**src/dispatch_pkg.sv**
```systemverilog
`default_nettype none

package dispatch_pkg;

	// lane geometry
	localparam int N_LANES     = 4;
	localparam int BRICK_DEPTH = 16;
	localparam int VALUE_W     = 16;
	localparam int OFFSET_W    = 4;

	// beats the neuron lanes can absorb before returning credit
	localparam int OUT_CREDITS = 4;

	// derived widths
	localparam int COUNT_W     = $clog2(BRICK_DEPTH + 1);
	localparam int CREDIT_W    = $clog2(OUT_CREDITS + 1);
	localparam int BRICK_W     = BRICK_DEPTH * VALUE_W;
	localparam int BRICK_OFF_W = BRICK_DEPTH * OFFSET_W;

	// one activation and its offset
	typedef logic [VALUE_W-1:0]  value_t;
	typedef logic [OFFSET_W-1:0] offset_t;

	// 0 to BRICK_DEPTH entries left in a lane
	typedef logic [COUNT_W-1:0] count_t;

	// 0 to OUT_CREDITS output credits held
	typedef logic [CREDIT_W-1:0] credit_t;

	// whole brick with entry 0 in the low bits
	typedef logic [BRICK_W-1:0]     brick_values_t;
	typedef logic [BRICK_OFF_W-1:0] brick_offsets_t;

	typedef enum logic {
		CTRL_RESET,
		CTRL_RUN
	} ctrl_state_t;

endpackage

`default_nettype wire
```
**src/lane_step_if.sv**
```systemverilog
`timescale 1ns/100ps
`default_nettype none

interface lane_step_if
	import dispatch_pkg::*;
();

	// entry count as seen by the lane
	count_t count;

	// flags decoded from the lane's entry count
	logic has_entry;
	logic last_entry;

	// shared beat and start pulses from the control module
	logic step;
	logic run;

	assign has_entry  = (count != '0);
	assign last_entry = (count == count_t'(1));

	modport lane (
		output count,
		input  has_entry,
		input  last_entry,
		input  step,
		input  run
	);

	modport ctrl (
		input  has_entry,
		output step,
		output run
	);

endinterface

`default_nettype wire

```
**src/brick_dispatcher.sv**
```systemverilog
`timescale 1ns/100ps
`default_nettype none

module brick_dispatcher
	import dispatch_pkg::*;
(
	input  logic               clk,
	input  logic               rst_n,
	input  logic               zfnaf,

	// brick supplier side
	input  logic [N_LANES-1:0] brick_valid,
	input  brick_values_t      brick_values [N_LANES],
	input  brick_offsets_t     brick_offsets [N_LANES],
	output logic [N_LANES-1:0] brick_credit,

	// neuron lane side
	output logic               out_valid,
	output value_t             out_value [N_LANES],
	output offset_t            out_offset [N_LANES],
	input  logic               out_credit
);

	lane_step_if lane_if [N_LANES] ();

	dispatch_ctrl u_ctrl (
		.clk        (clk),
		.rst_n      (rst_n),
		.lanes      (lane_if),
		.out_credit (out_credit),
		.out_valid  (out_valid)
	);

	for (genvar g = 0; g < N_LANES; g++) begin : g_lane
		brick_lane u_lane (
			.clk           (clk),
			.rst_n         (rst_n),
			.zfnaf         (zfnaf),
			.ctrl          (lane_if[g]),
			.brick_valid   (brick_valid[g]),
			.brick_values  (brick_values[g]),
			.brick_offsets (brick_offsets[g]),
			.brick_credit  (brick_credit[g]),
			.out_value     (out_value[g]),
			.out_offset    (out_offset[g])
		);
	end

endmodule

`default_nettype wire

```
**src/dispatch_ctrl.sv**
```systemverilog
`timescale 1ns/100ps
`default_nettype none

module dispatch_ctrl
	import dispatch_pkg::*;
(
	input  logic      clk,
	input  logic      rst_n,
	lane_step_if.ctrl lanes [N_LANES],
	input  logic      out_credit,
	output logic      out_valid
);

	ctrl_state_t state;
	ctrl_state_t state_next;

	// credits left toward the neuron lanes
	credit_t credits;

	logic [N_LANES-1:0] entry_vec;
	logic               all_ready;
	logic               step;
	logic               run;

	for (genvar g = 0; g < N_LANES; g++) begin : g_lane
		assign entry_vec[g]  = lanes[g].has_entry;
		assign lanes[g].step = step;
		assign lanes[g].run  = run;
	end

	// one cycle in CTRL_RESET lets every lane issue its first credit
	always_comb begin
		state_next = state;
		case (state)
			CTRL_RESET: state_next = CTRL_RUN;
			CTRL_RUN:   state_next = CTRL_RUN;
			default:    state_next = CTRL_RESET;
		endcase
	end

	always_ff @(posedge clk) begin
		if (!rst_n) begin
			state <= CTRL_RESET;
		end else begin
			state <= state_next;
		end
	end

	assign run = (state == CTRL_RESET);

	// a single empty lane holds back the lockstep beat
	assign all_ready = &entry_vec;
	assign step      = all_ready && (credits != '0);

	// returned credit and a beat in the same cycle cancel
	always_ff @(posedge clk) begin
		if (!rst_n) begin
			credits <= credit_t'(OUT_CREDITS);
		end else begin
			case ({out_credit, step})
				2'b10:   credits <= credits + credit_t'(1);
				2'b01:   credits <= credits - credit_t'(1);
				default: credits <= credits;
			endcase
		end
	end

	// lanes register their heads on step, so valid lines up one cycle later
	always_ff @(posedge clk) begin
		if (!rst_n) begin
			out_valid <= 1'b0;
		end else begin
			out_valid <= step;
		end
	end

	// neuron lanes never hand back more than was spent
	a_credit_bound: assert property (@(posedge clk) disable iff (!rst_n)
		credits <= credit_t'(OUT_CREDITS));

	a_credit_return: assert property (@(posedge clk) disable iff (!rst_n)
		out_credit && !step |-> credits < credit_t'(OUT_CREDITS));

	// no beat appears without a step in the cycle before
	a_valid_step: assert property (@(posedge clk) disable iff (!rst_n)
		!step |=> !out_valid);

endmodule

`default_nettype wire

```
**src/brick_lane.sv**
```systemverilog
`timescale 1ns/100ps
`default_nettype none

module brick_lane
	import dispatch_pkg::*;
(
	input  logic           clk,
	input  logic           rst_n,
	input  logic           zfnaf,
	lane_step_if.lane      ctrl,
	input  logic           brick_valid,
	input  brick_values_t  brick_values,
	input  brick_offsets_t brick_offsets,
	output logic           brick_credit,
	output value_t         out_value,
	output offset_t        out_offset
);

	// brick buffer with the head entry in the low bits
	brick_values_t  vals;
	brick_offsets_t offs;

	count_t count;
	count_t lead;
	count_t load_count;

	logic empty_load;
	logic last_step;
	logic credit_next;

	// set while the supplier owns a credit and no brick came back yet
	logic credit_held;

	// leading nonzero run of the incoming brick
	always_comb begin
		logic stop;
		stop = 1'b0;
		lead = '0;
		for (int i = 0; i < BRICK_DEPTH; i++) begin
			if (brick_values[i*VALUE_W +: VALUE_W] == '0) begin
				stop = 1'b1;
			end
			if (!stop) begin
				lead = lead + count_t'(1);
			end
		end
	end

	// zfnaf is only looked at when the brick lands
	assign load_count = zfnaf ? lead : count_t'(BRICK_DEPTH);

	// a brick with nothing to send hands the credit straight back
	assign empty_load  = brick_valid && (load_count == '0);
	assign last_step   = ctrl.step && ctrl.last_entry;
	assign credit_next = ctrl.run || empty_load || last_step;

	always_ff @(posedge clk) begin
		if (!rst_n) begin
			count        <= '0;
			brick_credit <= 1'b0;
		end else begin
			brick_credit <= credit_next;
			if (brick_valid) begin
				count <= load_count;
			end else if (ctrl.step) begin
				count <= count - count_t'(1);
			end
		end
	end

	assign ctrl.count = count;

	always_ff @(posedge clk) begin
		if (!rst_n) begin
			credit_held <= 1'b0;
		end else if (brick_credit) begin
			credit_held <= 1'b1;
		end else if (brick_valid) begin
			credit_held <= 1'b0;
		end
	end

	// shift one entry out per beat
	always_ff @(posedge clk) begin
		if (brick_valid) begin
			vals <= brick_values;
			offs <= brick_offsets;
		end else if (ctrl.step) begin
			vals <= vals >> VALUE_W;
			offs <= offs >> OFFSET_W;
		end
	end

	// registered head toward the neuron lane
	always_ff @(posedge clk) begin
		if (ctrl.step) begin
			out_value  <= vals[VALUE_W-1:0];
			out_offset <= offs[OFFSET_W-1:0];
		end
	end

	// a brick lands only in an empty lane
	a_load_empty: assert property (@(posedge clk) disable iff (!rst_n)
		brick_valid |-> !ctrl.has_entry);

	// beats from the control module never hit a drained lane
	a_step_entry: assert property (@(posedge clk) disable iff (!rst_n)
		ctrl.step |-> ctrl.has_entry);

	// supplier answers a credit, and never gets a second one meanwhile
	a_load_credit: assert property (@(posedge clk) disable iff (!rst_n)
		brick_valid |-> credit_held);

	a_one_credit: assert property (@(posedge clk) disable iff (!rst_n)
		brick_credit |-> !credit_held);

endmodule

`default_nettype wire

```
**config.mk**
```make
export PLATFORM = sky130hd
export DESIGN_NAME = brick_dispatcher
export DESIGN_NICKNAME = d
export VERILOG_FILES = /design/src/dispatch_pkg.sv /design/src/lane_step_if.sv /design/src/brick_dispatcher.sv /design/src/dispatch_ctrl.sv /design/src/brick_lane.sv
export SDC_FILE = /design/constraint.sdc
export NUM_CORES = 2
export LEC_CHECK = 0
export BUFFER_PORTS_ARGS = -buffer_cell sky130_fd_sc_hd__buf_2
export CAP_MARGIN = 25
export CORE_AREA = 4 4 538 540
export CTS_CLUSTER_DIAMETER = 80
export CTS_CLUSTER_SIZE = 12
export DETAILED_ROUTE_END_ITERATION = 16
export DIE_AREA = 0 0 542 544
export PLACE_DENSITY = 0.39
export SKIP_LAST_GASP = 1
export SLEW_MARGIN = 15
export SYNTH_ARGS = -nofsm -noshare
export SYNTH_HDL_FRONTEND = slang
export SYNTH_HIERARCHICAL = 1
export SYNTH_SLANG_ARGS = --single-unit
```
**constraint.sdc**
```tcl
create_clock -name clk -period 7.43 [get_ports clk]
set_input_delay 0.3715 -clock clk [delete_from_list [all_inputs] [get_ports clk]]
set_output_delay 0.3715 -clock clk [all_outputs]
set_load 0.02 [all_outputs]
```
* Word level (Yosys, flattened, before mapping)
Cells that the tools add are included.
Storage, ports and cells: register bits after elaboration 1389, output and inout port bits 85, word-level logic and storage cells 354
Cells by class: $add $sub $neg 66, equal/unequal tests 6, multiplexer cells 158, bitwise logic cells 1, reduce and logical (&&, ||, !) cells 96
Operators with widths (count):
- $mux 256 | 8
- $logic_not 16->1 | 64
- $mux 64 | 8
- $mux 5 | 72
- $add 5x1->5 const B | 56
- $mux 1 | 69
- $eq 5x1->1 const B | 4
- $logic_not 5->1 | 4
- $reduce_bool 5->1 | 4
- $sub 5x1->5 const B | 4
- $reduce_bool 2->1 | 5
- $logic_and 1x1->1 | 9
- $add 1x1->2 const B | 4
- $logic_or 1x1->1 | 8
- $pmux 3 s2 | 1
- $reduce_and 4->1 | 1
- $add 3x1->3 const B | 1
- $reduce_bool 3->1 | 1
- $sub 3x1->3 const B | 1
- $eq 2x1->1 const B | 1
- $eq 2x2->1 const B | 1
- $not 1->1 | 1

* Longest topological paths before layout
word-level depth 38, depth in mapped cells 42, mapped depth without buffers 42

* Hierarchy
The synthesis kept the hierarchy.
By module, submodules not included:
- brick_lane (g_lane[3].u_lane) | times used 1, cells each 1052, area an instance 16420.7 um2, seq. area each 10329.9 um2
- brick_lane (g_lane[0].u_lane) | times used 1, cells each 1020, area an instance 16326.9 um2, seq. area each 10329.9 um2
- brick_lane (g_lane[1].u_lane) | times used 1, cells each 1035, area an instance 16269.4 um2, seq. area each 10329.9 um2
- brick_lane (g_lane[2].u_lane) | times used 1, cells each 1045, area an instance 16263.1 um2, seq. area each 10329.9 um2
- dispatch_ctrl | times used 1, cells each 31, area an instance 272.8 um2, seq. area each 100.1 um2
- brick_dispatcher | times used 1, cells each 12, area an instance 100.1 um2, seq. area each 0.0 um2

* Worst setup path after synthesis
Ideal clock, no wire load.
path kind input -> register, from in brick_values[795] in the netlist's numbering, to reg g_lane[0].u_lane.brick_credit, library setup time 0.117 ns, arrival 7.670 ns, required time 7.313 ns, setup slack -0.357 ns, cell stages on the path 41, buffers on the path 0, cells stage by stage nor4_1 -> nand4_1 -> nand2_1 -> inv_1 -> ha_1 -> nor3_1 -> nor2_1 -> ha_1 -> mux2i_1 -> a21oi_1 -> ha_1 -> o21a_1 -> ha_1 -> and2_1 -> o31ai_1 -> ha_1 -> mux2i_1 -> nor3_1 -> [5 not listed] -> o21ai_0 -> mux2_2 -> o21ai_0 -> ha_1 -> nand2_1 -> o21ai_0 -> a21oi_1 -> ha_1 -> mux2_2 -> ha_1 -> and4_1 -> a21oi_1 -> nor2_1 -> mux2i_1 -> or3_1 -> o211ai_2 -> xnor2_1 -> a22o_1
On the way: cells in the longest elaborated chain, start to end 36, elaborated cells between the ends (all ways) 50, classes of those cells add/sub: 14; mux: 31; reduce/logical: 5
RTL lines:
- start: declaration | line brick_dispatcher.sv:13 | input brick_values_t brick_values [N_LANES],
- $logic_not 16->1 (*) | line brick_lane.sv:40 | if (brick_values[i*VALUE_W +: VALUE_W] == '0) begin
- $mux 1 (*) | line brick_lane.sv:40
- $mux 5 | line brick_lane.sv:43 | if (!stop) begin
- $add 5x1->5 | line brick_lane.sv:44 | lead = lead + count_t'(1);
- $mux 5 | line brick_lane.sv:43
- $add 5x1->5 | line brick_lane.sv:44
- $mux 5 | line brick_lane.sv:43
- $add 5x1->5 | line brick_lane.sv:44
- [19 not listed]
- $add 5x1->5 | line brick_lane.sv:44
- $mux 5 | line brick_lane.sv:43
- $add 5x1->5 | line brick_lane.sv:44
- $mux 5 (*) | line brick_lane.sv:43
- $mux 5 (*) | line brick_lane.sv:50 | assign load_count = zfnaf ? lead : count_t'(BRICK_DEPTH);
- $logic_not 5->1 (*) | line brick_lane.sv:53 | assign empty_load = brick_valid && (load_count == '0);
- $logic_and 1x1->1 (*) | line brick_lane.sv:53
- $logic_or 1x1->1 (*) (2 in series) | line brick_lane.sv:55 | assign credit_next = ctrl.run || empty_load || last_step;
- end signal: assignment | line brick_lane.sv:62 | brick_credit <= credit_next;
- end: declaration | line brick_lane.sv:14 | output logic brick_credit,
Mark *: on every way between the ends. The rest lies on a longest branch, timed or not. A chain may end at the register's enable or synchronous reset.

* Worst setup path in the final report
from in brick_values[831] in the netlist's numbering, to reg g_lane[0].u_lane.count[4]
On the way: cells in the longest elaborated chain, start to end 29, elaborated cells between the ends (all ways) 41, classes of those cells add/sub: 12; mux: 28; reduce/logical: 1
RTL lines:
- $logic_not 16->1 (*) | line brick_lane.sv:40
- $mux 1 (*) | line brick_lane.sv:40
- $mux 5 | line brick_lane.sv:43
- $add 5x1->5 | line brick_lane.sv:44
- $mux 5 | line brick_lane.sv:43
- $add 5x1->5 | line brick_lane.sv:44
- $mux 5 | line brick_lane.sv:43
- $add 5x1->5 | line brick_lane.sv:44
- [13 not listed]
- $add 5x1->5 | line brick_lane.sv:44
- $mux 5 | line brick_lane.sv:43
- $add 5x1->5 | line brick_lane.sv:44
- $mux 5 | line brick_lane.sv:43
- $add 5x1->5 | line brick_lane.sv:44
- $mux 5 (*) | line brick_lane.sv:43
- $mux 5 (*) | line brick_lane.sv:50
- $mux 5 (*) | line brick_lane.sv:63 | if (brick_valid) begin
- end signal: assignment | line brick_lane.sv:64 | count <= load_count;
- end signal: assignment | line brick_lane.sv:66 | count <= count - count_t'(1);
- end: declaration | line brick_lane.sv:23 | count_t count;
Marked as above.

==> results.md <==
- Status: complete, no violations
- Critical path arrival: 7.83 ns
- Initial antenna violation count: 127
- CP most frequent cell: ha_1
- Total global routing overflow: 0
- Hold Path Sink: g_lane[2].u_lane/vals[142]
- Max VDD drop: 0.000175 V
- CTS root buffer: clkbuf_16
- Top cell type's share of synthesized area: 0.622
- DRT antenna net count: 0
- Final period util: 0.971
- Mapped Avg Cell Area: 15.7 µm²
- FFs w/ async S/R, synth: 0
- Crit. End Element: flip-flop
- I/O pins: 1373
- Critical Path Start Type: primary input
- Number of max-cap violations: 0
- Synth Flop Type: edfxtp_1
- First-pass DRT Iterations: 6
- Worst slew margin: 0.214
- Port-buffer cells: 1372
- Fmax: 0.139 GHz
- Synth area leader: edfxtp_1
- Residual DRC count: 0
- GRT Util Overall: 0.166
- Die Ht: 544 µm
- Hold Path Class: primary input to flip-flop
- Slew Viols, Final: 0
- Final Cell Area: 0.0962 mm²
- Starting Density: 0.231
- Iteration-0 DRC Markers: 3082
- Seq cells post-synth: 1389
- Hold path cells: 2
- Synth Warn #: 6
- Vias per cell: 4.40
- CP Max Fanout: 4
- CTS buffer count: 146
- Crit path largest cell delay: 0.56 ns
- Vias: 48100
- Clock H-tree levels: 4
- Pwr per Cell Area: 204 mW/mm²
- Final WL: 258000 µm
- Area grow syn2layout: 46.6%
- Final Util: 0.338
- Slowest CP cell: dlygate4sd3_1
- Row cnt: 196
- CTS tree: done
- Clock Tree Buf Depth: 4
- CORE AREA: 0.284 mm²
- Hold Fails Final Rpt: 0
- Die W: 542 µm
- Vias in the first global route: 50900
- Placer Congestion: 0.888
- Clock Skews: 0.0510 ns
- Largest cells by area after synthesis: edfxtp_1 62%, mux2_2 21%, nor4_1 2.2%
- End of the worst register-to-register path: g_lane[3].u_lane/vals[229]
- Worst Reg-to-Reg Cells: 6
- Fillers: 28200
- Lkg Pwr: 36.3 nW
- Worst reg2reg setup slack: 3.87 ns
- Syn Nets: 5537
- Clock Pin Slew Worst Setup and Hold Paths: 0.06 ns
- Pin slew with the least headroom to its limit: 1.18 ns
- Worst-skew pair later-pin latency: 0.81 ns
- Final net count: 8408
- Largest net degree at the start of global routing: 181
- Cell variety after synth: 119
- First-pass GRT wire length: 360000 µm
- Dpl cell area: 0.0785 mm²
- Share of cells above drive strength 1: 0.453
- EDFF count, synth: 1360
- Register area share after synthesis: 0.631
- Crit Path Category: primary input to flip-flop
- Clock sink total: 1389
- Syn Inst Count: 4195
- WL/cell: 23.5 µm
- Tmin final: 7.22 ns
- Netlist Area Pre-Place: 0.0657 mm²
- Crit path required time: 8.04 ns
- Final HPWL DP: 196000 µm
- Reg2Reg Launch Point: g_lane[0].u_lane/ctrl.count[0]
- Die area: 0.295 mm²
- Final setup vio count: 0
- Worst hold start: brick_values[398]
- RSZ-0062 raised after global routing: true
## cell families after synthesis
logic type / share of synthesized area
AO/OA/AOI/OAI: 0.0296
XOR/XNOR: 0.0180
adder cells (fa/ha/maj): 0.0111
buffers and inverters: 0.0145
flip-flops: 0.631
multiplexers: 0.211
AND/OR/NAND/NOR: 0.0848
## report_power, final
part           leakage (nW)  switching (mW)  total [mW]  internal [mW]
sequential             13.6           0.257        10.0           9.75
combinational          20.7            1.32        2.74           1.42
clock                  1.99            3.16        6.88           3.72
## cell usage in the layout, fill, tap and decap left out, types with 9 or more instances in the layout
master / n
a21o_1: 12
a21oi_1: 46
a21oi_2: 9
a41oi_1: 12
and2_1: 107
and3_1: 13
and4_1: 16
and4_2: 10
buf_12: 12
buf_2: 1362
buf_4: 247
clkbuf_1: 14
clkbuf_16: 149
dfxtp_1: 29
diode_2: 76
dlygate4sd3_1: 1270
edfxtp_1: 1360
ha_1: 43
ha_4: 10
inv_1: 52
mux2_2: 1207
mux2i_1: 21
nand2_1: 126
nand2b_1: 15
nand3_1: 29
nand4_1: 74
nor2_1: 98
nor2b_1: 10
nor3_1: 31
nor4_1: 210
nor4_2: 46
nor4_4: 12
o211ai_1: 12
o21a_1: 16
o21ai_0: 44
or3_1: 11
xnor2_1: 55
xnor2_2: 9
xor2_1: 33
## critical path: cells and delay by family
| family | cells | cell delay, ns |
|---|---|---|
| AO/OA/AOI/OAI | 13 | 1.97 |
| XOR/XNOR | 1 | 0.14 |
| adder cells (fa/ha/maj) | 8 | 1.99 |
| buffers and inverters | 4 | 0.94 |
| multiplexers | 5 | 1.09 |
| AND/OR/NAND/NOR | 10 | 1.32 |
## metrics by stage
| stage | instances | power, mW | hold WS [ns] | setup TNS [ns] | worst slack (ns) |
|---|---|---|---|---|---|
| 6_report | 10900 | 19.6 | 0.0486 | 0 | 0.212 |
| 5_1_grt | 10900 | 20.5 | 0.00645 | -0.435 | -0.160 |
| 4_1_cts | 10900 | 20.0 | 0.000253 | 0 | 0.00532 |
| 3_5_place_dp | 9397 | 12.3 | 0.405 | -7.53 | -0.998 |
| 3_3_place_gp | 9397 | 12.3 | 0.401 | -6.06 | -0.961 |
| 2_1_floorplan | 4195 | 11.3 | 0.399 | 0 | 0.00996 |
## registers in the layout, indices dropped and copies added, names as in the netlist
| name | cells |
|---|---|
| g_lane.u_lane/out_value | 64 |
| u_ctrl/state | 1 |
| g_lane.u_lane/brick_credit | 4 |
| g_lane.u_lane/out_offset | 16 |
| g_lane.u_lane/ctrl.count | 20 |
| g_lane.u_lane/offs | 256 |
| u_ctrl/out_valid | 1 |
| u_ctrl/credits | 3 |
| g_lane.u_lane/vals | 1024 |
## metal layers
layer  vias to the layer above  share of wire  global-route usage
met2                      1535           0.48               0.281
met3                       413          0.062              0.0403
li1                      22500              -                   -
met1                     23700           0.43               0.208
met5                         -         0.0016                   0
met4                        68          0.031              0.0502
## cells in the mapped netlist, drive strengths merged (22+ instances only)
cell type  count
buf           27
and4          32
clkbuf       147
xnor2         66
mux2        1211
edfxtp      1360
xor2          33
mux2i         22
and2         114
nand3         30
nand4         78
nor4         268
a21oi         55
o21ai         59
ha            53
nor2         110
dfxtp         29
nor3          38
nand2        132
inv           54
## how the worst max path moves through the flow
stage / start / to
finish: brick_values[831] / g_lane[0].u_lane/ctrl.count[4]
global placement: brick_values[787] / g_lane[0].u_lane/ctrl.count[4]
CTS: brick_values[540] / g_lane[1].u_lane/brick_credit
detailed placement: brick_values[787] / g_lane[0].u_lane/ctrl.count[4]
floorplan: brick_values[792] / g_lane[0].u_lane/brick_credit
global route: brick_values[559] / g_lane[1].u_lane/brick_credit
## area by class of cell
class | count | area [µm²] | area share
clock buffer | 163 | 3780 | 0.0393
timing repair buffer | 2897 | 21700 | 0.226
sequential | 1389 | 41400 | 0.430
clock inverter | 27 | 289 | 0.00300
inverter | 54 | 203 | 0.00211
tap | 3762 | 4710 | 0.0489
antenna | 76 | 190 | 0.00198
multi-input combinational | 2578 | 23900 | 0.249
## timing repair
action / in CTS / in global routing
gates resized for setup: 1 / 117
setup endpoints to repair: 2 / 19
pin swaps: 0 / 68
endpoints found under the hold margin: 1270 / 0
hold buffers: 1270 / 0
setup buffers: 1 / 16
No activity file was read; power rests on OpenSTA's default activity.
